## config.mk

```make
export PLATFORM = sky130hd
export DESIGN_NAME = timer_bank_top
export DESIGN_NICKNAME = d
export VERILOG_FILES = /design/src/logic/timer_pkg.sv /design/src/logic/timer_bank_top.sv /design/src/logic/timer_event_collector.sv /design/src/logic/timer_channel.sv /design/src/logic/timer_prescaler.sv /design/src/logic/timer_config_regs.sv
export SDC_FILE = /design/constraint.sdc
export NUM_CORES = 1
export LEC_CHECK = 0
export ABC_AREA = 1
export BUFFER_PORTS_ARGS = -buffer_cell sky130_fd_sc_hd__buf_2
export CAP_MARGIN = 25
export CELL_PAD_IN_SITES_DETAIL_PLACEMENT = 2
export CELL_PAD_IN_SITES_GLOBAL_PLACEMENT = 2
export CORE_ASPECT_RATIO = 1.75
export CORE_MARGIN = 5
export CORE_UTILIZATION = 41
export DETAILED_ROUTE_END_ITERATION = 8
export PLACE_DENSITY_LB_ADDON = 0.3
export SLEW_MARGIN = 0
export SYNTH_ARGS = -nofsm -noshare
export SYNTH_HDL_FRONTEND = slang
export SYNTH_SLANG_ARGS = --single-unit
export TNS_END_PERCENT = 30
```

## constraint.sdc

```tcl
create_clock -name clk -period 30.2 [get_ports clk]
set_clock_uncertainty 0.05 [all_clocks]
set_input_delay 6.04 -clock clk [delete_from_list [all_inputs] [get_ports clk]]
set_output_delay 6.04 -clock clk [all_outputs]
set_load 0.02 [all_outputs]
```

## src/logic/timer_pkg.sv

```systemverilog
// Timer bank shared types and constants
`default_nettype none

package timer_pkg;

    localparam int num_channels = 4;

    // Count, load and compare values
    typedef logic [15:0] count_t;

    // Prescale divisor, one tick every div+1 cycles
    typedef logic [7:0] div_t;

    typedef logic [1:0] chan_idx_t;
    typedef logic [1:0] reg_sel_t;

    // Register select codes
    localparam reg_sel_t reg_load     = 2'd0;
    localparam reg_sel_t reg_compare  = 2'd1;
    localparam reg_sel_t reg_control  = 2'd2; // Bit 0 enable, bit 1 clear
    localparam reg_sel_t reg_prescale = 2'd3; // Global, channel ignored

    // Channel counter FSM
    typedef enum logic [1:0] {
        idle     = 2'd0,
        running  = 2'd1,
        overflow = 2'd2,
        match    = 2'd3
    } chan_state_t;

    // Per-channel configuration, 34 bits
    typedef struct packed {
        count_t load;
        count_t compare;
        logic   enable;  // Level
        logic   clear;   // One-cycle pulse
    } chan_cfg_t;

    // Per-channel status, 19 bits
    typedef struct packed {
        count_t count;
        logic   overflow_pulse;
        logic   match_pulse;
        logic   active;
    } chan_status_t;

endpackage

`default_nettype wire
```

## src/logic/timer_bank_top.sv

```systemverilog
// Four-channel timer bank
`timescale 1ns/1ps
`default_nettype none

module timer_bank_top (
    input  wire                                clk,
    input  wire                                rst,
    input  wire                                cfg_wr,
    input  wire timer_pkg::chan_idx_t          cfg_chan,
    input  wire timer_pkg::reg_sel_t           cfg_sel,
    input  wire timer_pkg::count_t             cfg_wdata,
    input  wire [timer_pkg::num_channels-1:0]  status_clr,
    input  wire timer_pkg::chan_idx_t          rd_chan,
    output logic                               irq,
    output logic [timer_pkg::num_channels-1:0] match_flags,
    output logic [timer_pkg::num_channels-1:0] overflow_flags,
    output timer_pkg::count_t                  rd_count
);

    import timer_pkg::*;

    chan_cfg_t    chan_cfg    [num_channels];
    chan_status_t chan_status [num_channels];
    div_t         prescale_div;
    logic         tick;  // Shared by all channels

    timer_config_regs timer_config_regs_inst (
        .clk          (clk),
        .rst          (rst),
        .cfg_wr       (cfg_wr),
        .cfg_chan     (cfg_chan),
        .cfg_sel      (cfg_sel),
        .cfg_wdata    (cfg_wdata),
        .chan_cfg     (chan_cfg),
        .prescale_div (prescale_div)
    );

    timer_prescaler timer_prescaler_inst (
        .clk          (clk),
        .rst          (rst),
        .prescale_div (prescale_div),
        .tick         (tick)
    );

    for (genvar i = 0; i < num_channels; i++) begin : g_chan
        timer_channel timer_channel_inst (
            .clk    (clk),
            .rst    (rst),
            .tick   (tick),
            .cfg    (chan_cfg[i]),
            .status (chan_status[i])
        );
    end

    timer_event_collector timer_event_collector_inst (
        .clk            (clk),
        .rst            (rst),
        .chan_status    (chan_status),
        .status_clr     (status_clr),
        .rd_chan        (rd_chan),
        .irq            (irq),
        .match_flags    (match_flags),
        .overflow_flags (overflow_flags),
        .rd_count       (rd_count)
    );

endmodule

`default_nettype wire

```

## src/logic/timer_event_collector.sv

```systemverilog
// Timer event flags and count readback
`timescale 1ns/1ps
`default_nettype none

module timer_event_collector (
    input  wire                                 clk,
    input  wire                                 rst,
    input  wire timer_pkg::chan_status_t        chan_status [timer_pkg::num_channels],
    input  wire [timer_pkg::num_channels-1:0]   status_clr,
    input  wire timer_pkg::chan_idx_t           rd_chan,
    output logic                                irq,
    output logic [timer_pkg::num_channels-1:0]  match_flags,
    output logic [timer_pkg::num_channels-1:0]  overflow_flags,
    output timer_pkg::count_t                   rd_count
);

    import timer_pkg::*;

    logic [num_channels-1:0] match_pulse;
    logic [num_channels-1:0] overflow_pulse;

    // Gather the pulses into vectors
    always_comb begin
        for (int i = 0; i < num_channels; i++) begin
            match_pulse[i]    = chan_status[i].match_pulse;
            overflow_pulse[i] = chan_status[i].overflow_pulse;
        end
    end

    // Sticky flags, a new pulse beats a clear in the same cycle
    always_ff @(posedge clk or posedge rst) begin
        if (rst) begin
            match_flags    <= '0;
            overflow_flags <= '0;
        end else begin
            match_flags    <= match_pulse | (match_flags & ~status_clr);
            overflow_flags <= overflow_pulse | (overflow_flags & ~status_clr);
        end
    end

    assign irq = |{match_flags, overflow_flags};

    // Readback of the selected channel
    always_ff @(posedge clk or posedge rst) begin
        if (rst) begin
            rd_count <= '0;
        end else begin
            rd_count <= chan_status[rd_chan].count;
        end
    end

endmodule

`default_nettype wire

```

## src/logic/timer_channel.sv

```systemverilog
// Timer channel with compare and overflow
`timescale 1ns/1ps
`default_nettype none

module timer_channel (
    input  wire                       clk,
    input  wire                       rst,
    input  wire                       tick,
    input  wire timer_pkg::chan_cfg_t cfg,
    output timer_pkg::chan_status_t   status
);

    import timer_pkg::*;

    chan_state_t state_q;
    count_t      counter_q;
    count_t      count_q;
    logic        enable_d;
    logic        enable_rise;
    logic        match_q;
    logic        overflow_q;
    logic        active_q;

    assign enable_rise = cfg.enable && !enable_d;

    always_ff @(posedge clk or posedge rst) begin
        if (rst) begin
            state_q    <= idle;
            counter_q  <= '0;
            enable_d   <= 1'b0;
            match_q    <= 1'b0;
            overflow_q <= 1'b0;
            active_q   <= 1'b0;
        end else begin
            enable_d   <= cfg.enable;
            match_q    <= 1'b0;  // Pulses last one cycle
            overflow_q <= 1'b0;

            case (state_q)
                idle: begin
                    active_q <= 1'b0;
                    if (enable_rise) begin
                        counter_q <= cfg.load;
                        state_q   <= running;
                        active_q  <= 1'b1;
                    end else if (cfg.clear) begin
                        counter_q <= '0;
                    end
                end

                running: begin
                    if (cfg.clear || !cfg.enable) begin
                        state_q  <= idle;
                        active_q <= 1'b0;
                    end else if (tick) begin
                        // Compare checked first so it wins over wrap
                        if (counter_q == cfg.compare) begin
                            match_q <= 1'b1;
                            state_q <= match;
                        end else if (counter_q == '1) begin
                            counter_q  <= '0;
                            overflow_q <= 1'b1;
                            state_q    <= overflow;
                        end else begin
                            counter_q <= counter_q + 1'b1;
                        end
                    end
                end

                overflow: begin
                    if (cfg.enable && !cfg.clear) begin
                        state_q <= running;
                    end else begin
                        state_q  <= idle;
                        active_q <= 1'b0;
                    end
                end

                match: begin
                    // Held one cycle at compare, now step on
                    if (cfg.enable && !cfg.clear) begin
                        counter_q <= counter_q + 1'b1;
                        state_q   <= running;
                    end else begin
                        state_q  <= idle;
                        active_q <= 1'b0;
                    end
                end

                default: state_q <= idle;
            endcase
        end
    end

    // Count output lags the counter by one cycle
    always_ff @(posedge clk or posedge rst) begin
        if (rst) begin
            count_q <= '0;
        end else begin
            count_q <= counter_q;
        end
    end

    always_comb begin
        status.count          = count_q;
        status.overflow_pulse = overflow_q;
        status.match_pulse    = match_q;
        status.active         = active_q;
    end

endmodule

`default_nettype wire

```

## src/logic/timer_prescaler.sv

```systemverilog
// Shared programmable prescaler
`timescale 1ns/1ps
`default_nettype none

module timer_prescaler (
    input  wire                  clk,
    input  wire                  rst,
    input  wire timer_pkg::div_t prescale_div,
    output logic                 tick
);

    import timer_pkg::*;

    div_t cnt_q;
    div_t div_q;     // Divisor the current phase runs on
    logic div_change;

    assign div_change = (prescale_div != div_q);

    // Down-counter, reloads at zero
    always_ff @(posedge clk or posedge rst) begin
        if (rst) begin
            cnt_q <= '0;
            div_q <= '0;
        end else if (div_change) begin
            // New divisor restarts the phase
            cnt_q <= prescale_div;
            div_q <= prescale_div;
        end else if (cnt_q == '0) begin
            cnt_q <= div_q;
        end else begin
            cnt_q <= cnt_q - 1'b1;
        end
    end

    // High every cycle when the divisor is 0
    assign tick = (cnt_q == '0) && !div_change;

endmodule

`default_nettype wire

```

## src/logic/timer_config_regs.sv

```systemverilog
// Timer bank configuration registers
`timescale 1ns/1ps
`default_nettype none

module timer_config_regs (
    input  wire                       clk,
    input  wire                       rst,
    input  wire                       cfg_wr,
    input  wire timer_pkg::chan_idx_t cfg_chan,
    input  wire timer_pkg::reg_sel_t  cfg_sel,
    input  wire timer_pkg::count_t    cfg_wdata,
    output timer_pkg::chan_cfg_t      chan_cfg [timer_pkg::num_channels],
    output timer_pkg::div_t           prescale_div
);

    import timer_pkg::*;

    count_t                  load_q    [num_channels];
    count_t                  compare_q [num_channels];
    logic [num_channels-1:0] enable_q;
    logic [num_channels-1:0] clear_q;
    logic [num_channels-1:0] chan_hit;
    div_t                    div_q;

    // One-hot decode of the addressed channel
    always_comb begin
        for (int i = 0; i < num_channels; i++) begin
            chan_hit[i] = cfg_wr && (cfg_chan == chan_idx_t'(i));
        end
    end

    always_ff @(posedge clk or posedge rst) begin
        if (rst) begin
            for (int i = 0; i < num_channels; i++) begin
                load_q[i]    <= '0;
                compare_q[i] <= '0;
            end
            enable_q <= '0;
            clear_q  <= '0;
        end else begin
            for (int i = 0; i < num_channels; i++) begin
                // Clear drops after one cycle unless rewritten
                clear_q[i] <= chan_hit[i] && (cfg_sel == reg_control) && cfg_wdata[1];
                if (chan_hit[i]) begin
                    case (cfg_sel)
                        reg_load:    load_q[i]    <= cfg_wdata;
                        reg_compare: compare_q[i] <= cfg_wdata;
                        reg_control: enable_q[i]  <= cfg_wdata[0];
                        default: ;  // Prescale handled below
                    endcase
                end
            end
        end
    end

    // Shared divisor
    always_ff @(posedge clk or posedge rst) begin
        if (rst) begin
            div_q <= '0;
        end else if (cfg_wr && (cfg_sel == reg_prescale)) begin
            div_q <= cfg_wdata[7:0];
        end
    end

    always_comb begin
        for (int i = 0; i < num_channels; i++) begin
            chan_cfg[i].load    = load_q[i];
            chan_cfg[i].compare = compare_q[i];
            chan_cfg[i].enable  = enable_q[i];
            chan_cfg[i].clear   = clear_q[i];
        end
    end

    assign prescale_div = div_q;

endmodule

`default_nettype wire

```

==> flow_summary.toml, run 1 <==
[run_status]
status = "finished, final reports clean"

[pwr]
cellLeakagePower_uw = 0.009000
p_per_area_nw_per_um2 = 91.84
power_uw = 1628
vdd_drop_max_mv = 0.04676

[floorplan]
die_w_um = 158.5
core-area_um2 = 38270
rows = 95
start_util_pct = 41.33
pin_count = 54
design.die.area_um2 = 42770
fp.dieH_um = 269.9

[synthesis]
yosysSeqAreaShare_pct = 52.52
ys_warn_count = 0
avgSynthCellArea_um2 = 7.946
synth-seq-cells = 332
postSynth.asyncResetShare_pct = 100.0
synth_largest_area_cell = "dfrtp_1"
syn-cell-area_um2 = 15820
synth_top_flop_cell = "dfrtp_1"
synthDominantCellAreaShare_pct = 52.52
synth.area.top_cells = "dfrtp_1 53%, nand2_1 16%, o21ai_0 6.7%, inv_1 4.5%, nor2_1 4.4%"
yosysUniqueCellTypes = 37
synth_edf_count = 0
synth.most_common_cell = "nand2_1"
synthCells = 1991
synth_common_cells = "666 x nand2_1, 332 x dfrtp_1, 212 x o21ai_0"
syn_nets = 2026

[critical_path]
worst-endpoint-required_ns = 30.69
critPathLaunch = "rst"
endpoint_kind = "asynchronous set/reset pin"
worstRegToRegCells = 11
setup.worst_path.end = "g_chan[3].timer_channel_inst.count_q[7]"
start_kind = "primary input"
path_max_fanout = 78
arrival_ns = 8.50
r2r-start = "timer_prescaler_inst.cnt_q[0]"
reg2reg_slack_ns = 27.07
worstReg2RegEnd = "g_chan[3].timer_channel_inst.counter_q[11]"
critPathKind = "primary input to asynchronous set/reset pin"

[clock_network]
post-cts-setup-buffer-count = 0
cts_sinks = 332
htreeDepth = 2
clkTransAtPathRegs_ns = 0.06
cts_buffers = 34
clk_latency_ns = 0.54
ctsLongestPathBuffers = 3
cts_root_buf = "clkbuf_16"
cts_hold_buf = 0
cts_resized = 0
tritoncts = "yes"

[placement]
place.gp.congestion = 0.8477
port-buffer-count = 53
dpl.hpwl_um = 41880
placed_cell_area_um2 = 16400
place_ws_ns = 21.43

[global_routing]
grt_pass1_wl_um = 97300
grt_max_degree = 132
grt_pass1_vias = 16419
grt_usage_pct = 29.96
gr-total-overflow = 0
antenna_found_initial = 8

[sta]
setup_viol = 0
fin_ws_ns = 22.19
fmax_mhz = 124.8
final_hold_viol_count = 0
fin_crit_ns = 8.014
fin_setup_tns_ns = 0
slew_headroom_pct = 29.18
rsz0062_at_grt = "no"
tightest_slew_ns = 1.061
period_share_pct = 26.54
drv_slew = 0

[routing]
vias = 14208
wl_per_cell_um = 25.11
drtPass1Iterations = 5
drtAntennaViolNets = 0
finalWirelength_um = 63480
drt_iter0_drc = 727
drc = 0
routed_via_density = 5.620

[layout]
syn_to_final_growth_pct = 12.06
fin_nets = 2052
final_area_um2 = 17730
layout-drive-gt1-share_pct = 8.035

[hold_path]
min_path_type = "register to register"

[run]
drv_cap = 0
[logic make-up after synthesis]
| kind of cell | share of synthesized area, % |
|---|---|
| buffers and inverters | 7.023 |
| AO/OA/AOI/OAI | 9.388 |
| flip-flops | 52.52 |
| XOR/XNOR | 3.377 |
| adder cells (fa/ha/maj) | 0.4745 |
| AND/OR/NAND/NOR | 27.22 |
[routing by layer]
metal | wire, µm | global-route usage, % | share of wire, % | vias to the layer above
met5 | 27 | 0 | 0.043 | -
met4 | 4060 | 16.47 | 6.4 | 4
met3 | 2109 | 3.479 | 3.3 | 162
met2 | 33490 | 53.65 | 53 | 331
met1 | 23800 | 33.95 | 37 | 7397
li1 | - | - | - | 6314
[worst max-delay path, stage by stage]
cell and delay, ns:
buf_2 0.13, inv_8 0.29, buf_16 0.38, buf_4 0.69, buf_4 0.82
[where the power goes]
group | internal (µW) | switching [µW] | total, µW | leakage (µW)
combinational | 135 | 309 | 443 | 0.00405
clock | 270 | 191 | 462 | 0.000580
sequential | 562 | 161 | 723 | 0.00437
total | 967 | 661 | 1630 | 0.00900
[placed cells by master (no fill, tap or decap), drive strengths merged, types with 16 or more instances in the layout]
cell type,netlist,layout
o22ai,17,17
buf,21,65
nor2,196,196
nand4,16,16
xor2,54,54
dfrtp,332,332
o21ai,226,226
inv,195,195
nand2,690,690
clkbuf,54,48
nand3,113,113
[cell type report]
type | count | area, µm²
repair buffers | 65 | 466.7
clock buffers | 48 | 1017
clock inverters | 12 | 172.7
flip-flops and latches | 332 | 8308
fillers | 4342 | 20550
well taps | 485 | 606.8
inverters | 198 | 750.7
diodes | 2 | 5.005
multi-input cells | 1386 | 6401
[worst min path at each step]
| stage | to | cells past startpoint | from |
|---|---|---|---|
| finish | g_chan[2].timer_channel_inst.enable_d | 0 | timer_config_regs_inst.enable_q[2] |
| global route | g_chan[2].timer_channel_inst.enable_d | 0 | timer_config_regs_inst.enable_q[2] |
| CTS | g_chan[2].timer_channel_inst.enable_d | 0 | timer_config_regs_inst.enable_q[2] |
| detailed placement | g_chan[2].timer_channel_inst.enable_d | 0 | timer_config_regs_inst.enable_q[2] |
| global placement | g_chan[1].timer_channel_inst.enable_d | 0 | timer_config_regs_inst.enable_q[1] |
| floorplan | g_chan[0].timer_channel_inst.count_q[7] | 0 | g_chan[0].timer_channel_inst.counter_q[7] |
[sequential cells by signal (all words and copies together) (netlist names)]
signal,count
g_chan.timer_channel_inst.enable_d,4
g_chan.timer_channel_inst.match_q,4
timer_prescaler_inst.div_q,8
timer_config_regs_inst.chan_cfg,128
timer_config_regs_inst.prescale_div,8
g_chan.timer_channel_inst.counter_q,64
g_chan.timer_channel_inst.state_q,8
timer_event_collector_inst.rd_count,16
timer_event_collector_inst.overflow_flags,4
timer_config_regs_inst.clear_q,4
timer_config_regs_inst.enable_q,4
g_chan.timer_channel_inst.count_q,64
timer_prescaler_inst.cnt_q,8
timer_event_collector_inst.match_flags,4
g_chan.timer_channel_inst.overflow_q,4
[stage by stage]
step | utilization (%) | hold WS [ns] | std cells
6_report | 46.32 | 0.3578 | 2528
4_1_cts | 45.95 | 0.3600 | 2521
3_5_place_dp | 42.84 | 0.3430 | 2461
2_1_floorplan | - | 0.2987 | 1991
5_1_grt | 46.31 | 0.3707 | 2526
3_3_place_gp | 42.75 | 0.3315 | 2458
Power figures use the tool's default switching activity.
==> run 2, diff against run 1 <==
ABC_AREA = 0   (was 1)
CORE_UTILIZATION = 43   (was 41)
clock period = 8.3 ns   (was 30.2 ns; I/O delays follow)
==> run 2 against run 1 <==
Effect of this change:
- design area is 2.9% lower
- clock power rose to 3.2 times the previous value
- largest cell class unchanged
- highest routed layer unchanged
- register-to-register slack worse by 22 ns
- via count decreased by 19%
- setup slack got worse by 17 ns
- power rose to 3.6 times the previous value
- critical path type is now register to register
- combinational power rose to 3.4 times the previous value
- die area is 6.2% lower
==> flow_summary.toml, run 2 <==
[run_status]
status = "finished, final reports clean"

[sta]
fmax_mhz = 292.5
setup_viol = 0
slew_headroom_pct = 30.23
period_share_pct = 41.19
fin_crit_ns = 3.419
fin_setup_tns_ns = 0
tightest_slew_ns = 1.035
final_hold_viol_count = 0
rsz0062_at_grt = "no"
drv_slew = 0

[global_routing]
grt_busiest_layer = "met2"
use_met1_pct = 30.61
grt_pass1_wl_um = 85040
met3_usage_pct = 3.985
antenna_found_initial = 4
grt_max_degree = 157
grtUsageMet2_pct = 51.11
grt_usage_pct = 27.98
gr-total-overflow = 0
grt_pass1_vias = 13172

[critical_path]
start_kind = "register"
arrival_ns = 3.78
worst-endpoint-required_ns = 8.66
path_max_fanout = 24
cp_cell_sequence = "inv_1 -> ha_1 -> nor3b_1 -> nand2_2 -> or3_1 -> buf_4 -> o21ai_4 -> o221ai_1"
critPathSlowestCell = "or3_1"
critPathMaxStageDelay_ns = 0.84
critPathKind = "register to register"
endpoint_kind = "register"

[clock_network]
tritoncts = "yes"
cts_resized = 0
htreeDepth = 1
clkTransAtPathRegs_ns = 0.07
cts_sinks = 332
ctsLongestPathBuffers = 3
clk_latency_ns = 0.58
cts_buffers = 31
cts_hold_buf = 0
post-cts-setup-buffer-count = 0
cts_root_buf = "clkbuf_16"

[synthesis]
synth.most_common_cell = "dfrtp_1"
yosysSeqAreaShare_pct = 53.56
synth.area.top_cells = "dfrtp_1 54%, mux2_2 11%, xnor2_1 2.4%, mux4_2 2.3%, o211ai_1 2.3%"
postSynth.asyncResetShare_pct = 100.0
syn-cell-area_um2 = 15510
synth_top_flop_cell = "dfrtp_1"
synth_largest_area_cell = "dfrtp_1"
synthDominantCellAreaShare_pct = 53.56
yosysUniqueCellTypes = 74
avgSynthCellArea_um2 = 11.62
synth-seq-cells = 332
synth_common_cells = "332 x dfrtp_1, 150 x mux2_2, 77 x clkbuf_1"
synth_edf_count = 0
synthCells = 1335
ys_warn_count = 0
syn_nets = 1370

[routing]
wl_per_cell_um = 30.64
finalWirelength_um = 56340
routed_via_density = 6.273
drt_iter0_drc = 633
drtAntennaViolNets = 0
drc = 0
vias = 11536
drtPass1Iterations = 7

[layout]
final_common_cell = "dfrtp_1"
multi_input_area_um2 = 6616
largest_reg_flops = 128
final_cell_mix = "332 x dfrtp_1, 150 x mux2_2, 72 x nor2_1"
post-route-util_pct = 48.06
fill_cells = 3575
fin_nets = 1382
layout-drive-gt1-share_pct = 22.33
seq_area_um2 = 8308
syn_to_final_growth_pct = 10.92

[pwr]
p_switching_uw = 2226
p_per_area_nw_per_um2 = 339.7
seqPwrFrac_pct = 48.9
cellLeakagePower_uw = 0.007244
power_uw = 5845
clkPwrFrac_pct = 25.1
combPwrFrac_pct = 26.0
vdd_drop_max_mv = 0.1836
p_sw_share_pct = 38.08
intPower_uw = 3619

[placement]
place.gp.congestion = 0.8621
dpl.hpwl_um = 37710
port-buffer-count = 53

[run]
drv_cap = 0

[floorplan]
fp.dieH_um = 261.3
start_util_pct = 43.33
rows = 92
pin_count = 54
die_w_um = 153.6
core-area_um2 = 35800
design.die.area_um2 = 40120

[hold_path]
min_path_type = "register to register"
-- run 2: changes by cell type after synthesis, sizes merged, moves of 27 or more --
cell,previous run,this run
nand2,690,53
o21ai,226,54
mux2,0,150
inv,195,52
nor2,196,72
nand3,113,26
o211ai,10,47
xnor2,7,43
a21oi,7,38
nor4,4,31
-- run 2: final timing paths --
kind,cells past startpoint,from,slack [ns],to
max,8,timer_prescaler_inst.cnt_q[0],4.88,g_chan[3].timer_channel_inst.counter_q[15]
min,1,g_chan[0].timer_channel_inst.overflow_q,0.38,timer_event_collector_inst.overflow_flags[0]
max in group asynchronous,4,rst,5.84,timer_prescaler_inst.div_q[5]
min reg2reg,1,g_chan[0].timer_channel_inst.overflow_q,0.38,timer_event_collector_inst.overflow_flags[0]
min in group asynchronous,2,rst,0.94,g_chan[1].timer_channel_inst.counter_q[12]
max reg2reg,8,timer_prescaler_inst.cnt_q[0],4.88,g_chan[3].timer_channel_inst.counter_q[15]
-- run 2: worst max-delay path, delay by kind of cell (launching register included) --
kind	cells	cell delay [ns]
and+or+nand+nor	3	1.53
AOI/OAI and AO/OA	2	0.59
buffers and inverters	2	0.50
DFF	1	0.39
adders and majority gates	1	0.17
-- run 2: cells by family (layout without fill, tap and decap cells) --
logic type      after synthesis  count (layout)  share of synthesized area (%)
flops                       332             332                          53.56
simple gates                319             319                          11.35
compound gates              281             281                          12.92
mux                         170             170                          13.47
buf+inv                     151             182                          3.928
xor+xnor                     76              76                          4.291
fa+ha+maj                     6               6                         0.4839
other cells                   0               3                              0
-- run 2: layer usage --
layer | routed length, µm | vias up | part of all wire (%)
met4 | 3761 | 2 | 6.7
met1 | 20410 | 6112 | 36
met3 | 2254 | 167 | 4.0
li1 | - | 4928 | -
met2 | 29910 | 327 | 53
met5 | 13 | - | 0.023
-- run 2: layout make-up --
cell class / count / share of cell area (%)
Tap cell: 470 / 3.418
Clock buffer: 43 / 4.945
Timing Repair Buffer: 77 / 2.836
Clock inverter: 9 / 0.8435
Antenna cell: 3 / 0.04363
Sequential cell: 332 / 48.28
Multi-Input combinational cell: 852 / 38.45
Inverter: 53 / 1.178
-- run 2: power by group through the flow --
| stage | combinational (µW) | clock, µW | sequential [µW] |
|---|---|---|---|
| floorplan | 1180 | 0 | 2440 |
| global placement | 1380 | 0 | 2810 |
| detailed placement | 1480 | 0 | 2850 |
| CTS | 1530 | 1490 | 2850 |
| global route | 1650 | 1550 | 2900 |
| finish | 1520 | 1470 | 2860 |
-- run 2: stage by stage --
step	worst slack, ns	hold WS, ns	cells	cell area (µm²)
detailed placement	4.658	0.3675	1784	16200
CTS	4.875	0.3821	1836	17200
finish	4.881	0.3764	1839	17210
global placement	4.049	0.3596	1779	16140
global route	4.688	0.3905	1838	17200
floorplan	2.155	0.2987	1335	15520
==> run 3, diff against run 2 <==
CORE_UTILIZATION = 39   (was 43)
clock period = 2.8 ns   (was 8.3 ns; I/O delays follow)
==> run 3 against run 2 <==
Effect of this change:
- combinational power grew to 3.6 times the previous value
- sequential share of layout area fell by 2.2 points
- design area is 4.7% higher
- flip-flop and latch count is the same
- setup slack worse by 4.7 ns
- via count grew 2.6%
- critical path depth stayed put
- highest routed layer unchanged
- sequential power rose to 2.8 times the previous value
- clock power increased to 3.3 times the previous value
- utilization down 2.2 points
- cell count grew 5.5%
- largest power group unchanged
- global-route usage shrank 2.0 points
==> flow_summary.toml, run 3 (synthesis gave the netlist of run 2 again) <==
[layout]
antenna_cells = 0
layout-drive-gt1-share_pct = 27.08
fill_cells = 3939
final_common_cell = "dfrtp_1"
post-route-util_pct = 45.86
fin_nets = 1462
syn_to_final_growth_pct = 16.12
final_cell_mix = "332 x dfrtp_1, 150 x mux2_2, 96 x buf_4"
largest_reg_flops = 128
seq_area_um2 = 8308
multi_input_area_um2 = 6621

[floorplan]
core-area_um2 = 39280
rows = 96
fp.dieH_um = 273.8
pin_count = 54
die_w_um = 160.8
design.die.area_um2 = 44020
start_util_pct = 39.49

[global_routing]
grt_pass1_wl_um = 86300
gr-total-overflow = 0
antenna_found_initial = 3
grt_pass1_vias = 13566
grt_max_degree = 93
grt_usage_pct = 25.95

[critical_path]
crit_family = "compound AO/OA/AOI/OAI gates"
critPathKind = "register to register"
reg2reg_slack_ns = 0.15
critPathMaxStageDelay_ns = 0.52
start_kind = "register"
path_max_fanout = 7
cp.depth = 8
worst-endpoint-required_ns = 3.16
worstRegToRegCells = 8
critical_path_buf_inv_count = 2
cp_cell_sequence = "inv_1 -> ha_1 -> nor3b_2 -> nand2_2 -> a2111oi_2 -> buf_4 -> a21oi_1 -> a221oi_1"
critPathSlowestCell = "a2111oi_2"
arrival_ns = 3.01
endpoint_kind = "register"

[clock_network]
tritoncts = "yes"
htreeDepth = 2
clkTransAtPathRegs_ns = 0.07
cts_buffers = 34
cts_root_buf = "clkbuf_16"
ctsLongestPathBuffers = 3
cts_hold_buf = 0
cts_sinks = 332
clk_latency_ns = 0.53
post-cts-setup-buffer-count = 0

[hold_path]
min_path_type = "primary input to asynchronous set/reset pin"

[run_status]
status = "finished, final reports clean"

[routing]
routed_via_density = 6.096
drtAntennaViolNets = 0
drc = 0
finalWirelength_um = 57120
drt_iter0_drc = 723
drtPass1Iterations = 5
wl_per_cell_um = 29.43
vias = 11832

[placement]
port-buffer-count = 53
dpl.hpwl_um = 39990
place.gp.congestion = 0.8846

[sta]
setup_viol = 0
period_share_pct = 94.66
fmax_mhz = 377.3
tightest_slew_ns = 1.072
drv_slew = 0
fin_crit_ns = 2.651
slew_headroom_pct = 28.54
whs_ns = 0.03710
final_hold_viol_count = 0

[pwr]
vdd_drop_max_mv = 0.4479
p_per_area_nw_per_um2 = 1019
cellLeakagePower_uw = 0.007723

[run]
drv_cap = 0
-- run 3: worst paths after layout --
kind,startpoint,endpoint
max,timer_prescaler_inst.cnt_q[0],g_chan[0].timer_channel_inst.counter_q[6]
max in group asynchronous,rst,timer_config_regs_inst.chan_cfg[12]
min in group clk,status_clr[0],timer_event_collector_inst.match_flags[0]
min,rst,g_chan[0].timer_channel_inst.state_q[1]
max reg2reg,timer_prescaler_inst.cnt_q[0],g_chan[0].timer_channel_inst.counter_q[6]
min reg2reg,timer_config_regs_inst.prescale_div[5],timer_prescaler_inst.div_q[5]
-- run 3: layer usage --
metal	wire, µm	vias to the layer above	track usage (%)
met3	2290	168	3.254
met1	20580	6230	28.28
met4	4087	2	15.59
met5	15	-	0
li1	-	5077	-
met2	30140	355	47.73
-- run 3: area by class of cell --
type / instances / share of cell area [%]
clock buffer: 49 / 5.668
clock inverter: 11 / 0.8960
tap: 490 / 3.403
inverter: 53 / 1.125
sequential: 332 / 46.12
multi-input combinational: 852 / 36.76
timing repair buffer: 154 / 6.029
-- run 3: power by group --
group | switching [µW] | internal (µW)
registers | 1700 | 6290
logic | 3110 | 2350
clock network | 2000 | 2910
-- run 3: through the flow --
step                std cells  total power [µW]  cell area, µm²    TNS, ns  worst slack, ns
floorplan                1335             10740           15520    -745.22           -2.245
global placement         1881             13040           16820    -0.5979         -0.09083
detailed placement       1881             13400           16820     -2.680          -0.2355
CTS                      1941             18460           18010          0          0.01610
global route             1941             19200           18010  -0.001727        -0.001727
finish                   1941             18360           18010          0           0.1494
-- run 3: timing repair --
item,CTS,global route
pin swaps,0,0
cloned,0,0
gates resized for setup,2,1
endpoints found under the setup margin,15,29
-- run 3: worst register-to-register path: stages, from the launching register on --
cell       delay (ns)
dfrtp_1          0.39
inv_1            0.09
ha_1             0.19
nor3b_2          0.28
nand2_2          0.19
a2111oi_2        0.52
buf_4            0.20
a21oi_1          0.20
a221oi_1         0.43
